$ cat src/source/apb_bus_pkg.sv
`default_nettype none

package apb_bus_pkg;

  // ----------------------------------------
  // Bus widths
  // ----------------------------------------
  localparam int addr_width = 16;
  localparam int data_width = 32;

  // Register word offset, address bits 11 to 2
  typedef logic [9:0] word_addr_t;

  typedef logic [data_width-1:0] apb_data_t;

  // ----------------------------------------
  // Slot numbering
  // ----------------------------------------
  // Upper address nibble selects the slot
  typedef enum logic [3:0] {
    slot_uart  = 4'd0,
    slot_timer = 4'd1
  } slot_e;                                // All other nibbles unmapped

  // ----------------------------------------
  // Interrupt vector
  // ----------------------------------------
  localparam int irq_width     = 32;
  localparam int irq_tx_bit    = 1;        // UART transmit
  localparam int irq_timer_bit = 8;        // Down-counter expiry

endpackage

`default_nettype wire

$ cat src/source/periph_regs_pkg.sv
`default_nettype none

package periph_regs_pkg;

  // ----------------------------------------
  // Timer register map
  // ----------------------------------------
  typedef enum logic [9:0] {
    timer_ctrl      = 10'd0,
    timer_value     = 10'd1,
    timer_reload    = 10'd2,
    timer_intstatus = 10'd3
  } timer_reg_e;

  localparam int timer_en_bit     = 0;
  localparam int timer_irq_en_bit = 3;

  // ----------------------------------------
  // UART register map
  // ----------------------------------------
  typedef enum logic [9:0] {
    uart_data      = 10'd0,
    uart_state     = 10'd1,
    uart_ctrl      = 10'd2,
    uart_intstatus = 10'd3,
    uart_bauddiv   = 10'd4
  } uart_reg_e;

  // Transmit frame phases
  typedef enum logic [1:0] {tx_idle, tx_start, tx_data, tx_stop} tx_state_e;

  localparam int uart_tx_irq_en_bit = 2;
  localparam int bauddiv_width      = 20;
  localparam int bauddiv_reset      = 16;   // Cycles per bit out of reset

endpackage

`default_nettype wire

$ cat src/source/apb_slot_if.sv
`timescale 1ns/100ps
`default_nettype none

// One APB completer slot behind the address decoder
interface apb_slot_if;

  // Request, from the decoder
  logic                    psel;
  logic                    penable;
  logic                    pwrite;
  apb_bus_pkg::word_addr_t addr;
  apb_bus_pkg::apb_data_t  wdata;

  // Response, from the peripheral
  apb_bus_pkg::apb_data_t  rdata;
  logic                    ready;
  logic                    slverr;

  modport decoder (
    output psel, penable, pwrite, addr, wdata,
    input  rdata, ready, slverr
  );

  modport peripheral (
    input  psel, penable, pwrite, addr, wdata,
    output rdata, ready, slverr
  );

endinterface

`default_nettype wire

$ cat src/source/apb_slot_decoder.sv
`timescale 1ns/100ps
`default_nettype none

module apb_slot_decoder (
  input  wire [apb_bus_pkg::addr_width-1:0] paddr,
  input  wire                               psel,
  input  wire                               penable,
  input  wire                               pwrite,
  input  wire apb_bus_pkg::apb_data_t       pwdata,
  output apb_bus_pkg::apb_data_t            prdata,
  output logic                              pready,
  output logic                              pslverr,
  apb_slot_if.decoder                       uart_slot,
  apb_slot_if.decoder                       timer_slot
);

  apb_bus_pkg::slot_e      slot;
  apb_bus_pkg::word_addr_t word_addr;

  assign slot      = apb_bus_pkg::slot_e'(paddr[apb_bus_pkg::addr_width-1 -: 4]);
  assign word_addr = paddr[11:2];

  // ----------------------------------------
  // Per-slot selects
  // ----------------------------------------
  assign uart_slot.psel  = psel && (slot == apb_bus_pkg::slot_uart);
  assign timer_slot.psel = psel && (slot == apb_bus_pkg::slot_timer);

  // Shared request fields go to every slot
  assign uart_slot.penable  = penable;
  assign uart_slot.pwrite   = pwrite;
  assign uart_slot.addr     = word_addr;
  assign uart_slot.wdata    = pwdata;

  assign timer_slot.penable = penable;
  assign timer_slot.pwrite  = pwrite;
  assign timer_slot.addr    = word_addr;
  assign timer_slot.wdata   = pwdata;

  // ----------------------------------------
  // Response return
  // ----------------------------------------
  always_comb begin
    case (slot)
      apb_bus_pkg::slot_uart: begin
        prdata  = uart_slot.rdata;
        pready  = uart_slot.ready;
        pslverr = uart_slot.slverr;
      end
      apb_bus_pkg::slot_timer: begin
        prdata  = timer_slot.rdata;
        pready  = timer_slot.ready;
        pslverr = timer_slot.slverr;
      end
      default: begin
        // Unmapped slot, error with no wait states
        prdata  = '0;
        pready  = 1'b1;
        pslverr = psel && penable;  // Only in the access cycle
      end
    endcase
  end

endmodule

`default_nettype wire

$ cat src/source/apb_timer.sv
`timescale 1ns/100ps
`default_nettype none

module apb_timer #(
  parameter int timer_width = 32
) (
  input  wire            HCLK,
  input  wire            sysrst,
  apb_slot_if.peripheral bus,
  output logic           timer_int
);

  logic [3:0]             ctrl_q;
  logic [timer_width-1:0] value_q;
  logic [timer_width-1:0] reload_q;
  logic                   intstatus_q;

  logic                        wr_en;
  logic                        rd_en;
  logic                        expire;
  periph_regs_pkg::timer_reg_e reg_sel;

  assign reg_sel = periph_regs_pkg::timer_reg_e'(bus.addr);
  assign wr_en   = bus.psel && bus.penable && bus.pwrite;
  assign rd_en   = bus.psel && bus.penable && !bus.pwrite;

  // Counter reaches zero while running
  assign expire = ctrl_q[periph_regs_pkg::timer_en_bit] && (value_q == '0);

  // ----------------------------------------
  // Register file and counter
  // ----------------------------------------
  always_ff @(posedge HCLK or negedge sysrst) begin
    if (!sysrst) begin
      ctrl_q      <= '0;
      value_q     <= '0;
      reload_q    <= '0;
      intstatus_q <= 1'b0;
    end else begin
      if (wr_en && reg_sel == periph_regs_pkg::timer_ctrl)
        ctrl_q <= bus.wdata[3:0];

      if (wr_en && reg_sel == periph_regs_pkg::timer_reload)
        reload_q <= bus.wdata[timer_width-1:0];

      // Bus write wins over counting
      if (wr_en && reg_sel == periph_regs_pkg::timer_value) begin
        value_q <= bus.wdata[timer_width-1:0];
      end else if (expire) begin
        value_q <= reload_q;
      end else if (ctrl_q[periph_regs_pkg::timer_en_bit]) begin
        value_q <= value_q - 1'b1;
      end

      if (expire)
        intstatus_q <= 1'b1;                 // Set beats clear
      else if (wr_en && reg_sel == periph_regs_pkg::timer_intstatus && bus.wdata[0])
        intstatus_q <= 1'b0;                 // Write 1 to clear
    end
  end

  assign timer_int = intstatus_q && ctrl_q[periph_regs_pkg::timer_irq_en_bit];

  // ----------------------------------------
  // Read back
  // ----------------------------------------
  always_comb begin
    bus.rdata = '0;
    if (rd_en) begin
      case (reg_sel)
        periph_regs_pkg::timer_ctrl:      bus.rdata = apb_bus_pkg::apb_data_t'(ctrl_q);
        periph_regs_pkg::timer_value:     bus.rdata = apb_bus_pkg::apb_data_t'(value_q);
        periph_regs_pkg::timer_reload:    bus.rdata = apb_bus_pkg::apb_data_t'(reload_q);
        periph_regs_pkg::timer_intstatus: bus.rdata = apb_bus_pkg::apb_data_t'(intstatus_q);
        default:                          bus.rdata = '0;
      endcase
    end
  end

  assign bus.ready  = 1'b1;   // Zero wait states
  assign bus.slverr = 1'b0;

endmodule

`default_nettype wire

$ cat src/source/apb_uart_tx.sv
`timescale 1ns/100ps
`default_nettype none

module apb_uart_tx (
  input  wire            HCLK,
  input  wire            sysrst,
  apb_slot_if.peripheral bus,
  output logic           txd,
  output logic           tx_int
);

  localparam int div_w = periph_regs_pkg::bauddiv_width;

  periph_regs_pkg::tx_state_e state_q;

  logic [7:0]       shift_q;      // Byte being sent, LSB first
  logic [div_w-1:0] baud_cnt;
  logic [2:0]       bit_cnt;
  logic [3:0]       ctrl_q;
  logic [div_w-1:0] bauddiv_q;
  logic             intstatus_q;

  logic                       wr_en;
  logic                       rd_en;
  logic                       busy;
  logic                       bit_end;
  logic                       frame_done;
  logic                       start_req;
  periph_regs_pkg::uart_reg_e reg_sel;

  assign reg_sel = periph_regs_pkg::uart_reg_e'(bus.addr);
  assign wr_en   = bus.psel && bus.penable && bus.pwrite;
  assign rd_en   = bus.psel && bus.penable && !bus.pwrite;

  assign busy      = (state_q != periph_regs_pkg::tx_idle);
  assign start_req = wr_en && (reg_sel == periph_regs_pkg::uart_data) && !busy;

  // A divisor of zero behaves as one
  assign bit_end    = (baud_cnt + 1'b1) >= bauddiv_q;
  assign frame_done = (state_q == periph_regs_pkg::tx_stop) && bit_end;

  // ----------------------------------------
  // Transmit FSM
  // ----------------------------------------
  always_ff @(posedge HCLK or negedge sysrst) begin
    if (!sysrst) begin
      state_q  <= periph_regs_pkg::tx_idle;
      shift_q  <= '0;
      baud_cnt <= '0;
      bit_cnt  <= '0;
    end else begin
      case (state_q)
        periph_regs_pkg::tx_idle: begin
          if (start_req) begin
            shift_q  <= bus.wdata[7:0];
            baud_cnt <= '0;
            state_q  <= periph_regs_pkg::tx_start;
          end
        end
        periph_regs_pkg::tx_start: begin
          baud_cnt <= bit_end ? '0 : baud_cnt + 1'b1;
          if (bit_end) begin
            bit_cnt <= '0;
            state_q <= periph_regs_pkg::tx_data;
          end
        end
        periph_regs_pkg::tx_data: begin
          baud_cnt <= bit_end ? '0 : baud_cnt + 1'b1;
          if (bit_end) begin
            shift_q <= shift_q >> 1;
            bit_cnt <= bit_cnt + 1'b1;
            if (bit_cnt == 3'd7)
              state_q <= periph_regs_pkg::tx_stop;
          end
        end
        default: begin                       // Stop bit
          baud_cnt <= bit_end ? '0 : baud_cnt + 1'b1;
          if (bit_end)
            state_q <= periph_regs_pkg::tx_idle;
        end
      endcase
    end
  end

  always_comb begin
    case (state_q)
      periph_regs_pkg::tx_start: txd = 1'b0;
      periph_regs_pkg::tx_data:  txd = shift_q[0];
      default:                   txd = 1'b1;   // Idle line and stop bit
    endcase
  end

  // ----------------------------------------
  // Register file
  // ----------------------------------------
  always_ff @(posedge HCLK or negedge sysrst) begin
    if (!sysrst) begin
      ctrl_q      <= '0;
      bauddiv_q   <= div_w'(periph_regs_pkg::bauddiv_reset);
      intstatus_q <= 1'b0;
    end else begin
      if (wr_en && reg_sel == periph_regs_pkg::uart_ctrl)
        ctrl_q <= bus.wdata[3:0];
      if (wr_en && reg_sel == periph_regs_pkg::uart_bauddiv)
        bauddiv_q <= bus.wdata[div_w-1:0];
      if (frame_done)
        intstatus_q <= 1'b1;
      else if (wr_en && reg_sel == periph_regs_pkg::uart_intstatus && bus.wdata[0])
        intstatus_q <= 1'b0;
    end
  end

  assign tx_int = intstatus_q && ctrl_q[periph_regs_pkg::uart_tx_irq_en_bit];

  always_comb begin
    bus.rdata = '0;
    if (rd_en) begin
      case (reg_sel)
        periph_regs_pkg::uart_data:      bus.rdata = apb_bus_pkg::apb_data_t'(shift_q);
        periph_regs_pkg::uart_state:     bus.rdata = apb_bus_pkg::apb_data_t'(busy);
        periph_regs_pkg::uart_ctrl:      bus.rdata = apb_bus_pkg::apb_data_t'(ctrl_q);
        periph_regs_pkg::uart_intstatus: bus.rdata = apb_bus_pkg::apb_data_t'(intstatus_q);
        periph_regs_pkg::uart_bauddiv:   bus.rdata = apb_bus_pkg::apb_data_t'(bauddiv_q);
        default:                         bus.rdata = '0;
      endcase
    end
  end

  assign bus.ready  = 1'b1;
  assign bus.slverr = 1'b0;

endmodule

`default_nettype wire

$ cat src/source/mcu_periph_top.sv
`timescale 1ns/100ps
`default_nettype none

module mcu_periph_top #(
  parameter int timer_width = 32
) (
  input  wire                                HCLK,
  input  wire                                sysrst,
  // APB completer
  input  wire [apb_bus_pkg::addr_width-1:0]  paddr,
  input  wire                                psel,
  input  wire                                penable,
  input  wire                                pwrite,
  input  wire apb_bus_pkg::apb_data_t        pwdata,
  output apb_bus_pkg::apb_data_t             prdata,
  output logic                               pready,
  output logic                               pslverr,
  // Serial line and interrupts
  output logic                               txd,
  output logic [apb_bus_pkg::irq_width-1:0]  irq
);

  logic tx_int;
  logic timer_int;

  apb_slot_if uart_slot ();
  apb_slot_if timer_slot ();

  apb_slot_decoder u_apb_slot_decoder (
    .paddr      (paddr),
    .psel       (psel),
    .penable    (penable),
    .pwrite     (pwrite),
    .pwdata     (pwdata),
    .prdata     (prdata),
    .pready     (pready),
    .pslverr    (pslverr),
    .uart_slot  (uart_slot.decoder),
    .timer_slot (timer_slot.decoder)
  );

  apb_timer #(
    .timer_width (timer_width)
  ) u_apb_timer (
    .HCLK      (HCLK),
    .sysrst    (sysrst),
    .bus       (timer_slot.peripheral),
    .timer_int (timer_int)
  );

  apb_uart_tx u_apb_uart_tx (
    .HCLK   (HCLK),
    .sysrst (sysrst),
    .bus    (uart_slot.peripheral),
    .txd    (txd),
    .tx_int (tx_int)
  );

  // ----------------------------------------
  // Interrupt vector
  // ----------------------------------------
  always_comb begin
    irq = '0;                                  // Unused lines tied low
    irq[apb_bus_pkg::irq_tx_bit]    = tx_int;
    irq[apb_bus_pkg::irq_timer_bit] = timer_int;
  end

endmodule

`default_nettype wire

$ cat config.mk
export PLATFORM = sky130hd
export DESIGN_NAME = mcu_periph_top
export DESIGN_NICKNAME = d
export VERILOG_FILES = /design/src/source/apb_bus_pkg.sv /design/src/source/periph_regs_pkg.sv /design/src/source/apb_slot_if.sv /design/src/source/apb_slot_decoder.sv /design/src/source/apb_timer.sv /design/src/source/apb_uart_tx.sv /design/src/source/mcu_periph_top.sv
export SDC_FILE = /design/constraint.sdc
export NUM_CORES = 1
export LEC_CHECK = 0
export ABC_AREA = 1
export BUFFER_PORTS_ARGS = -buffer_cell sky130_fd_sc_hd__clkbuf_2
export CELL_PAD_IN_SITES_DETAIL_PLACEMENT = 0
export CELL_PAD_IN_SITES_GLOBAL_PLACEMENT = 2
export CORE_ASPECT_RATIO = 0.6
export CORE_MARGIN = 3
export CORE_UTILIZATION = 36
export DETAILED_ROUTE_END_ITERATION = 12
export PLACE_DENSITY = 0.88
export SYNTH_ARGS = -nofsm -noshare
export SYNTH_HDL_FRONTEND = slang
export SYNTH_SLANG_ARGS = --single-unit
$ cat constraint.sdc
create_clock -name HCLK -period 4.2 [get_ports HCLK]
set_input_delay 0.84 -clock HCLK [delete_from_list [all_inputs] [get_ports HCLK]]
set_output_delay 0.84 -clock HCLK [all_outputs]
set_load 0.005 [all_outputs]
Yosys cells after proc, flatten, opt, wreduce, memory -nomap -nowiden
Cells that the tools add are included.
Storage, ports and cells
  input bits: 53
  logic and storage cells: 98
  register bits: 127
Cells by class
  reductions and logical operators: 41
  equality and inequality tests: 13
  $lt $le $gt $ge: 1
  mux-type cells: 29
  $add $sub $neg: 3
Operators with widths (number)
  32-bit two-way mux: 5
  32-bit one-hot mux with 4 select lines: 1
  20-bit one-hot mux with 5 select lines: 1
  32-bit one-hot mux with 2 select lines: 1
  20-bit two-way mux: 3
  32-bit zero test: 1
  32-bit by 1-bit subtractor with 32-bit output, second input constant: 1
  1-bit logical AND: 24
  20-bit by 1-bit adder with 20-bit output, second input constant: 1
  10-bit by 2-bit == test with 1-bit output, second input constant: 2
  20-bit >= comparator: 1
  8-bit two-way mux: 2
  8-bit one-hot mux with 2 select lines: 1
  2-bit nonzero test: 6
  10-bit by 1-bit == test with 1-bit output, second input constant: 1
  10-bit by 3-bit == test with 1-bit output, second input constant: 1
  10-bit zero test: 1
  2-bit two-way mux: 5
  2-bit by 1-bit inequality test with 1-bit output, second input constant: 4
  3-bit two-way mux: 2
  2-bit one-hot mux with 3 select lines: 1
  3-bit one-hot mux with 2 select lines: 1
  3-bit AND reduction: 2
  1-bit two-way mux: 5
  other kinds (12): 14

Depth between registers and ports, before layout
Gate-level depths: netlist (run 1).
  depth in word-level cells: 8
  depth in mapped cells: 22
  depth with buffers taken out: 22

Cells and area by module
Synthesis (run 1) repeated with hierarchy kept, for this count alone.
Unflattened totals
  cells, all modules: 1579
  area total of the unflattened synthesis: 10626.4 um^2
By module, submodules not included
  apb_timer: instances 1, cells an instance 799, seq. area each 1726.7 um^2, area each 5176.2 um^2
  apb_uart_tx: instances 1, cells an instance 528, seq. area each 1452.6 um^2, area each 3901.2 um^2
  apb_slot_decoder: instances 1, cells an instance 219, seq. area each 0.0 um^2, area each 1305.0 um^2
  mcu_periph_top: instances 1, cells an instance 33, seq. area each 0.0 um^2, area each 244.0 um^2

Worst setup path after synthesis (run 1)
No wires, ideal clock.
  kind: in2out
  start point: input port paddr[3] (netlist name)
  end point: output port prdata[13]
  data arrival time: 1930 ps
  slack: 1430 ps
  buffers on the path: 2
  stages: 11
  path through: buf_4 > nor2_2 > nand2_2 > nor2_4 > inv_2 > nand3_1 > nand2_2 > inv_2 > buf_4 > nand2_1 > o21ai_1
On the way
  cells in the longest elaborated chain, start to end: 4
  elaborated cells on any way between the ends: 10
RTL lines
  from (decl): RTL line mcu_periph_top.sv:10  | input wire [apb_bus_pkg::addr_width-1:0] paddr,
  10-bit by 3-bit == test with 1-bit output, or another cell as far along: RTL line apb_uart_tx.sv:118  | case (reg_sel)
  20-bit one-hot mux with 5 select lines or 32-bit one-hot mux with 4 select lines (tied branches): RTL line apb_uart_tx.sv:118, apb_timer.sv:70
  32-bit two-way mux (on tied branches): RTL line apb_uart_tx.sv:117, apb_timer.sv:69
  32-bit one-hot mux with 2 select lines *: RTL line apb_slot_decoder.sv:44  | case (slot)
  to (decl): RTL line mcu_periph_top.sv:15  | output apb_bus_pkg::apb_data_t prdata,
Every way passes the cells marked *; elsewhere a longest branch is shown, timed or not.

Worst setup path after layout (run 1)
  start point: register u_apb_uart_tx.baud_cnt[0]
  end point: register u_apb_uart_tx.baud_cnt[0]
On the way
  cells in the longest elaborated chain, start to end: 4
RTL lines
  from (decl): RTL line apb_uart_tx.sv:17  | logic [div_w-1:0] baud_cnt;
  from (signal assigned): RTL line apb_uart_tx.sv:61  | baud_cnt <= bit_end ? '0 : baud_cnt + 1'b1;
  from (signal assigned): RTL line apb_uart_tx.sv:68  | baud_cnt <= bit_end ? '0 : baud_cnt + 1'b1;
  from (signal assigned): RTL line apb_uart_tx.sv:77  | baud_cnt <= bit_end ? '0 : baud_cnt + 1'b1;
  20-bit by 1-bit adder with 20-bit output *
  20-bit >= comparator: RTL line apb_uart_tx.sv:39  | assign bit_end = (baud_cnt + 1'b1) >= bauddiv_q;
  20-bit two-way mux *: RTL line apb_uart_tx.sv:61, apb_uart_tx.sv:68, apb_uart_tx.sv:77
  20-bit two-way mux *
Marks and branches as above.
A chain may end at the register's enable or synchronous reset.

==> results of run 1 <==
cells by family after synthesis:
kind of cell / share of synthesized area, %
adder cells (fa/ha/maj): 4.08
AO/OA/AOI/OAI: 17.2
other: 0.0875
XOR/XNOR: 3.16
AND/OR/NAND/NOR: 25.0
buffers and inverters: 13.3
flip-flops: 37.0
multiplexers: 0.117
power groups by stage:
stage | Combinational, mW | Sequential (mW) | Clock, mW
after floorplan | 0.531 | 1.35 | 0
after global placement | 0.690 | 1.36 | 0
after detailed placement | 0.697 | 1.36 | 0
after CTS | 0.703 | 1.34 | 1.60
after global routing | 0.794 | 1.35 | 1.65
final | 0.699 | 1.34 | 1.58
sequential cells by signal (all words and copies together) (netlist names):
register	flops
u_apb_timer.ctrl_q	4
u_apb_uart_tx.bit_cnt	3
u_apb_uart_tx.intstatus_q	1
u_apb_uart_tx.ctrl_q	4
u_apb_uart_tx.bauddiv_q	20
u_apb_timer.intstatus_q	1
u_apb_uart_tx.baud_cnt	20
u_apb_uart_tx.shift_q	8
u_apb_timer.reload_q	32
u_apb_timer.value_q	32
u_apb_uart_tx.state_q	2
Yosys cell counts (27+ instances only):
cell type,number
nand2_1,295
inv_1,163
dfrtp_1,126
o21ai_0,115
nand3_1,54
nor2_1,53
buf_4,41
xor2_1,31
o22ai_1,30
ha_1,28
a21oi_1,27
routing by layer:
| layer | wire length [µm] | GRT usage (%) | up-vias |
|---|---|---|---|
| li1 | - | - | 3850 |
| met1 | 13700 | 33.9 | 3635 |
| met2 | 10200 | 27.2 | 252 |
| met3 | 1880 | 4.35 | 16 |
| met4 | 206 | 3.97 | 0 |
| met5 | 0 | 0 | - |
through the flow:
| stage | worst slack (ns) | util [%] | hold slack, ns | total power, mW | instance area, µm² |
|---|---|---|---|---|---|
| after floorplan | 1.43 | - | 0.446 | 1.88 | 8690 |
| after global placement | 0.654 | 39.5 | 0.460 | 2.05 | 9180 |
| after detailed placement | 0.635 | 39.5 | 0.469 | 2.06 | 9180 |
| after CTS | 0.575 | 42.2 | 0.489 | 3.64 | 9800 |
| after global routing | 0.183 | 42.2 | 0.497 | 3.79 | 9800 |
| final | 0.548 | 42.2 | 0.466 | 3.62 | 9800 |
cell type report:
type	instances	area, µm²	area share (%)
Multi-Input combinational cell	808	4370	44.6
Sequential cell	127	3180	32.4
Inverter	179	672	6.86
Timing Repair Buffer	100	563	5.75
Clock buffer	19	453	4.62
Tap cell	315	394	4.02
Clock inverter	13	163	1.66
path summary, 6_finish.rpt:
| path | startpoint | end | cells after the start |
|---|---|---|---|
| setup / recovery | u_apb_uart_tx.baud_cnt[0] | u_apb_uart_tx.baud_cnt[0] | 17 |
| hold / removal | sysrst | u_apb_timer.reload_q[26] | 1 |
| setup reg to reg | u_apb_uart_tx.baud_cnt[0] | u_apb_uart_tx.baud_cnt[0] | 17 |
| hold reg to reg | u_apb_uart_tx.ctrl_q[0] | u_apb_uart_tx.ctrl_q[0] | 2 |
| max in group asynchronous | sysrst | u_apb_uart_tx.bauddiv_q[4] | 2 |
| min in group HCLK | u_apb_uart_tx.ctrl_q[0] | u_apb_uart_tx.ctrl_q[0] | 2 |
==> results by stage, run 1 <==
Logic synthesis:
- The number of synthesized register bits is 127.
- During synthesis, Yosys emitted a total of 0 warnings.
- The mapped cell area is 8580 µm².
- The count of cell types in the netlist is 47.
- The share of Yosys cell area claimed by the top area cell type is 36.7%.
- The count of flip-flops with a built-in enable after synthesis is 0.
- The fraction of registers with async set/reset is 100%.
- For this run, the register share of the synthesized area comes to 37.0%.
- The leading register cell type out of synthesis is dfrtp_1.
- The number of instances in the synthesized netlist is 1156.
- A synthesized cell averages 7.42 µm².
- By area the synthesized netlist is led by dfrtp_1 (37%), nand2_1 (13%), inv_1 (7.1%).
- Summed over all instances, the cell type with the most area after synthesis is dfrtp_1.

Setup path:
- STA classifies the critical path startpoint as a flop.
- The top cell family by delay on the critical path is simple AND/OR/NAND/NOR gates.
- The critical path is of the reg -> reg type.
- The type of destination of the critical path is a flop.
- Traced cell by cell, the critical path runs through ha_1 > nand3_1 > nor2_1 > nand3_1 > nor2_2 > nand3_1 > xor2_1 > ha_1 > nand2_1 > nor2_1 > nand2_1 > nor3_1 > nand2_1 > nand2_1 > nor2_4 > inv_1 > mux2i_1.
- The most common cell type on the critical path is nand2_1.
- The data arrival time of the worst path is 3.91 ns.
- The critical path's largest stage delay is 0.37 ns.
- The data required time of the worst path is 4.46 ns.
- The internal reg-to-reg setup slack is 0.55 ns.
- In this run the worst path has a maximum fanout of 11.
- The number of buffers and inverters on the critical path is 1.
- The library cell contributing the largest single delay on the critical path is dfrtp_1.

Power:
- Across the VDD grid, the largest voltage drop is 0.000223 V.
- Per report_power, the clock group accounts for 43.6% of the total.
- The sequential group share of total power is 37.0%.
- Of the total power, combinational logic draws 19.3%.
- The power spent charging and discharging nets is 1.15 mW.
- The net switching share of the total power is 31.8%.
- In this run the power density over the cells is 370 nW/µm².
- The internal power of the cells totals 2.47 mW.
- Summed over all cells, the static leakage comes to 4.79 nW.

Floorplan:
- The vertical die dimension is 126 µm.
- The die area is 25800 µm².
- After floorplanning, the core was sized to cover 23200 µm².
- For this configuration, the core starts out at a cell density of 36.9%.
- 120 I/O pins were placed.
- Row generation in the floorplan step produced 43 rows.
- The die is 205 µm wide.

Route:
- The routed wire length is 26.0 mm.
- Dividing the detail-routed via count by the number of cells gives 4.97.
- The count of vias placed by the detailed router is 7753.
- The final routed DRC violation total is 0.
- The number of nets with antenna violations after detailed routing is 0.
- The count of routing violations after the opening detailed-route iteration is 579.
- The count of TritonRoute iterations in the first routing pass is 6.
- The routed length per placed instance is 16.7 µm.

Final layout:
- Leaving out fill and tap cells, the most frequent cells in the layout are nand2_1 (294), inv_1 (163), dfrtp_1 (126).
- The finished layout holds 1561 standard cells, fillers aside.
- The number of fill cells in the layout is 2467.
- The antenna diode count is 0.
- The post-route netlist has 16.9% of its cells at a drive strength greater than 1.
- From synthesis to final layout, the design area changed by 14.2%.
- In the final design database the tool counted 1314 nets.
- The library cell used most frequently in the layout, excluding fill and tap cells, is nand2_1.

Timing:
- The final hold violation count is 0.
- Setup total negative slack on the finished layout was measured at 0 ns.
- Clock skew on the completed layout was measured at 0.00956 ns.
- For the finished layout, the period the worst path requires is 3.65 ns.
- The final critical path takes up 87.0% of the cycle.
- Setup repair after global routing left no endpoint under its margin.
- The number of max-slew violations in the final report is 0.
- At the pin with the least slew margin, the transition time is 1.08 ns.
- The number of setup violations in the final report is 0.
- The top achievable clock speed is 274 MHz.
- The normalized max-slew margin is 27.9%.

CTS:
- The number of gates given a new drive strength after cts is 0.
- The count of clock tree sinks is 127.
- The number of setup buffers added after CTS is 0.
- In this run the clock root is driven by a clkbuf_16.
- The worst-skew pair later-pin latency is 0.43 ns.
- TritonCTS created 17 clock buffers.
- Buffers inserted to repair hold after CTS numbered 0.
- The number of buffers on the longest clock path is 2.
- The TritonCTS clock tree is built.
- The H-tree was split into 4 levels.
- The clock transition at the registers of the reported paths is 0.06 ns.

Global route:
- The number of global-route vias before repair is 7157.
- Entering global routing, the biggest net connects 63 pins.
- The global-route usage over all layers is 20.6%.
- The initial antenna violation count is 0.
- The total global routing overflow is 0.
- The first global-routing pass estimated 41.3 mm of wire.

Min path:
- The kind of path behind the tightest hold check is in -> async.

Outcome:
- The flow ran to the end, and the final reports show no timing, DRC or antenna violations.

Run:
- Across the run, the number of max-cap violations was 0.

Placed design:
- The total of buffers placed on input and output ports is 86.
- The final HPWL from detailed placement is 19.3 mm.
- The routability congestion estimate is 0.875.
- The instance count after placement with tap cells included is 1529.
No activity file was read; power rests on OpenSTA's default activity.
==> inputs of run 2 (changes only) <==
--- a/config.mk
+++ b/config.mk
@@ -14,6 +14,8 @@
 export CORE_UTILIZATION = 36
 export DETAILED_ROUTE_END_ITERATION = 12
 export PLACE_DENSITY = 0.88
+export REMOVE_ABC_BUFFERS = 1
+export SLEW_MARGIN = 10
 export SYNTH_ARGS = -nofsm -noshare
 export SYNTH_HDL_FRONTEND = slang
 export SYNTH_SLANG_ARGS = --single-unit
==> results by stage, run 2 (same netlist as run 1, synthesis figures left out) <==
Run:
- The max-cap check violation count is 0 (unchanged).

Power:
- The internal power contribution is 2.68 mW (+8.4%).
- The clock group share of total power is 46.3% (+2.7 points).
- The worst ir drop on vdd is 0.000254 V (+14%).
- The sequential group share of total power is 35.0% (-2.0 points).
- The net switching share of the total power was 30.2% (-1.6 points).
- The part of the total power dissipated in combinational logic is 18.7% (-0.6 points).
- The power spent charging and discharging nets came to 1.16 mW (+0.59%).
- The total power consumption of the routed design was 3.83 mW (+5.9%).
- The power density of the placed cells is 388 nW/µm² (+4.9%).
- The static leakage is 4.84 nW (+1.1%).

Route:
- The count of TritonRoute iterations in the first routing pass was 6 (unchanged).
- The count of vias placed by the detailed router is 7759 (+0.077%).
- The routed length per placed instance is 16.6 µm (-0.60%).
- The mean number of vias per cell is 4.97 (about the same).
- The final routed DRC violation total is 0 (unchanged).
- The number of nets with antenna violations after detailed routing came to 0 (unchanged).
- The count of routing violations after the opening detailed-route iteration is 635 (+9.7%).
- The routed wire length is 25.9 mm (-0.54%).

Final layout:
- The final cell count without fillers was 1562 (+0.064%).
- The top cell types in the final layout, fill and taps aside, are nand2_1 (294), inv_1 (163), dfrtp_1 (126).
- The share of layout cells above drive strength 1 is 16.9% (+0.067 points).
- The most frequent standard cell in the layout excluding fill and tap cells is nand2_1.
- The antenna diode count was 0 (unchanged).
- The final core utilization came to 42.5% (+0.39 points).
- The number of nets at the end of the flow is 1315 (+0.076%).
- The signed area change from the synthesized netlist to the final layout is 15.2%.
- The summed area of non-filler cells in the final layout is 9890 µm² (+0.93%).
- The largest registers in the layout are u_apb_timer.reload_q x32, u_apb_timer.value_q x32.

Placed design:
- The routability congestion estimate is 0.840 (-3.9%).
- The total of buffers placed on input and output ports is 86 (unchanged).
- The instance count after placement with tap cells included is 1530 (+0.065%).
- The final HPWL from detailed placement came to 19.3 mm (+0.40%).
- The worst slack at placement is 0.657 ns (+0.0220 ns).
- The placed standard-cell area came to 9190 µm² (+0.12%).

CTS:
- The number of buffers on the longest clock path is 2 (unchanged).
- The clock transition at the registers of the reported paths is 0.06 ns (about the same).
- The buffers inserted during post-CTS setup optimization is 0 (unchanged).
- The count of clock tree sinks is 127 (unchanged).
- The worst-skew pair later-pin latency came to 0.43 ns (about the same).
- The TritonCTS clock tree is built.
- The root buffer cell chosen for the clock tree is clkbuf_16.
- The number of gates given a new drive strength after cts is 0 (unchanged).
- The hold buffer count at CTS is 0 (unchanged).
- The number of H-tree levels is 4 (unchanged).
- The total clock buffers created by CTS was 17 (unchanged).

Floorplan:
- The row count is 43 (unchanged).
- The core region area is 23200 µm² (unchanged).
- The vertical die dimension is 126 µm (unchanged).
- The die area is 25800 µm² (unchanged).
- The initial core utilization came to 36.9% (unchanged).
- The total I/O pin count was 120 (unchanged).
- The horizontal die dimension was 205 µm (unchanged).

Global route:
- The total global routing overflow is 0 (unchanged).
- The initial antenna violation count is 0 (unchanged).
- The number of global-route vias before repair is 7349 (+2.7%).
- The global-route usage over all layers is 20.6% (about the same).
- The pin count of the biggest net entering global routing came to 98 (+56%).
- The wire length of the first global-routing pass was 41.3 mm (about the same).

Timing:
- The largest clock skew in the final design is 0.00749 ns (-0.00208 ns).
- The number of max-slew violations in the final report was 0 (unchanged).
- The normalized max-slew margin is 34.2% (+6.3 points).
- The shortest period the worst path allows is 3.57 ns (-0.0825 ns).
- Setup repair after global routing left no endpoint under its margin.
- The least setup slack across all paths after layout is 0.630 ns (+0.0825 ns).
- The top achievable clock speed came to 280 MHz (+2.3%).
- The transition time at the pin with the least slew margin is 0.987 ns (-0.0912 ns).
- The final hold violation count came to 0 (unchanged).
- The number of setup violations in the final report came to 0 (unchanged).
- The sum of negative setup slack is 0 ns (unchanged).
- The worst hold slack is 0.480 ns (+0.0141 ns).
- The post-route fraction of the period consumed by the critical path came to 85.0% (-2.0 points).

Outcome:
- The flow ran to the end, and the final reports show no timing, DRC or antenna violations.

Setup path:
- The type of destination of the critical path is an output port.
- The critical path goes through clkbuf_2 > nor2_2 > nand3_2 > inv_2 > nand4_2 > inv_1 > buf_12 > nand2_1 > o21ai_0 > nand2_1 > o21ai_1 > clkbuf_2.
- The data arrival time of the worst path is 2.73 ns (-1.18 ns).
- The buffer and inverter count on the worst path is 5 (+4).
- The critical path's largest stage delay was 0.42 ns (+0.05 ns).
- The library cell contributing the largest single delay on the critical path is inv_1.
- The internal reg-to-reg setup slack is 0.66 ns (+0.11 ns).
- The largest fanout on the critical path was 20 (+9).
- By startpoint and endpoint, the worst setup path is classified as in -> out.
- The data required time of the worst path is 3.36 ns (-1.10 ns).
- Broken down by cell family, the worst path's largest delay share belongs to buffers and inverters.
- The worst setup path is launched from an input port.

Min path:
- The path class of the tightest hold or removal check is reg -> reg.
## run 2: changes by cell type in the layout (fill, tap and decap cells not counted)
cell,previous run,this run
bufinv_16,3,6
clkinvlp_4,6,3
clkinv_2,2,0
buf_6,0,1
clkbuf_8,2,3
inv_6,1,2
## run 2: routing by layer
metal	up-vias	GRT usage, %	wire length [µm]
li1	3856	-	-
met1	3691	33.7	14200
met2	197	27.2	10100
met3	15	4.42	1400
met4	0	4.09	198
met5	-	0	0
## run 2: power groups by stage
stage | clock network [mW] | registers, mW | logic, mW
5_1_grt | 1.85 | 1.35 | 0.813
3_5_place_dp | 0 | 1.36 | 0.714
6_report | 1.78 | 1.34 | 0.716
4_1_cts | 1.80 | 1.34 | 0.717
3_3_place_gp | 0 | 1.36 | 0.701
2_1_floorplan | 0 | 1.35 | 0.471
## run 2: path summary, 6_finish.rpt
check / from / endpoint / cells after the start
max in group asynchronous: sysrst / u_apb_timer.value_q[1] / 1
min in group asynchronous: sysrst / u_apb_timer.reload_q[26] / 1
setup reg to reg: u_apb_uart_tx.baud_cnt[1] / u_apb_uart_tx.baud_cnt[5] / 18
hold / removal: u_apb_uart_tx.bit_cnt[2] / u_apb_uart_tx.bit_cnt[2] / 2
setup / recovery: paddr[5] / prdata[18] / 12
hold reg to reg: u_apb_uart_tx.bit_cnt[2] / u_apb_uart_tx.bit_cnt[2] / 2
## run 2: final cells by class
type | count | area [µm²]
clock buffer | 20 | 467
clock inverter | 12 | 229
fill | 2421 | 13400
inverter | 179 | 672
multi-input combinational | 808 | 4370
sequential | 127 | 3180
tap | 315 | 394
timing repair buffer | 101 | 574
## run 2: worst register-to-register path, delay by kind of cell (launching register included)
kind                     cells  cell delay, ns
adder cells (fa/ha/maj)      2            0.47
AND/OR/NAND/NOR             12            1.76
buffers and inverters        2            0.44
flip-flops                   1            0.37
AO/OA/AOI/OAI                1            0.14
XOR/XNOR                     1            0.21
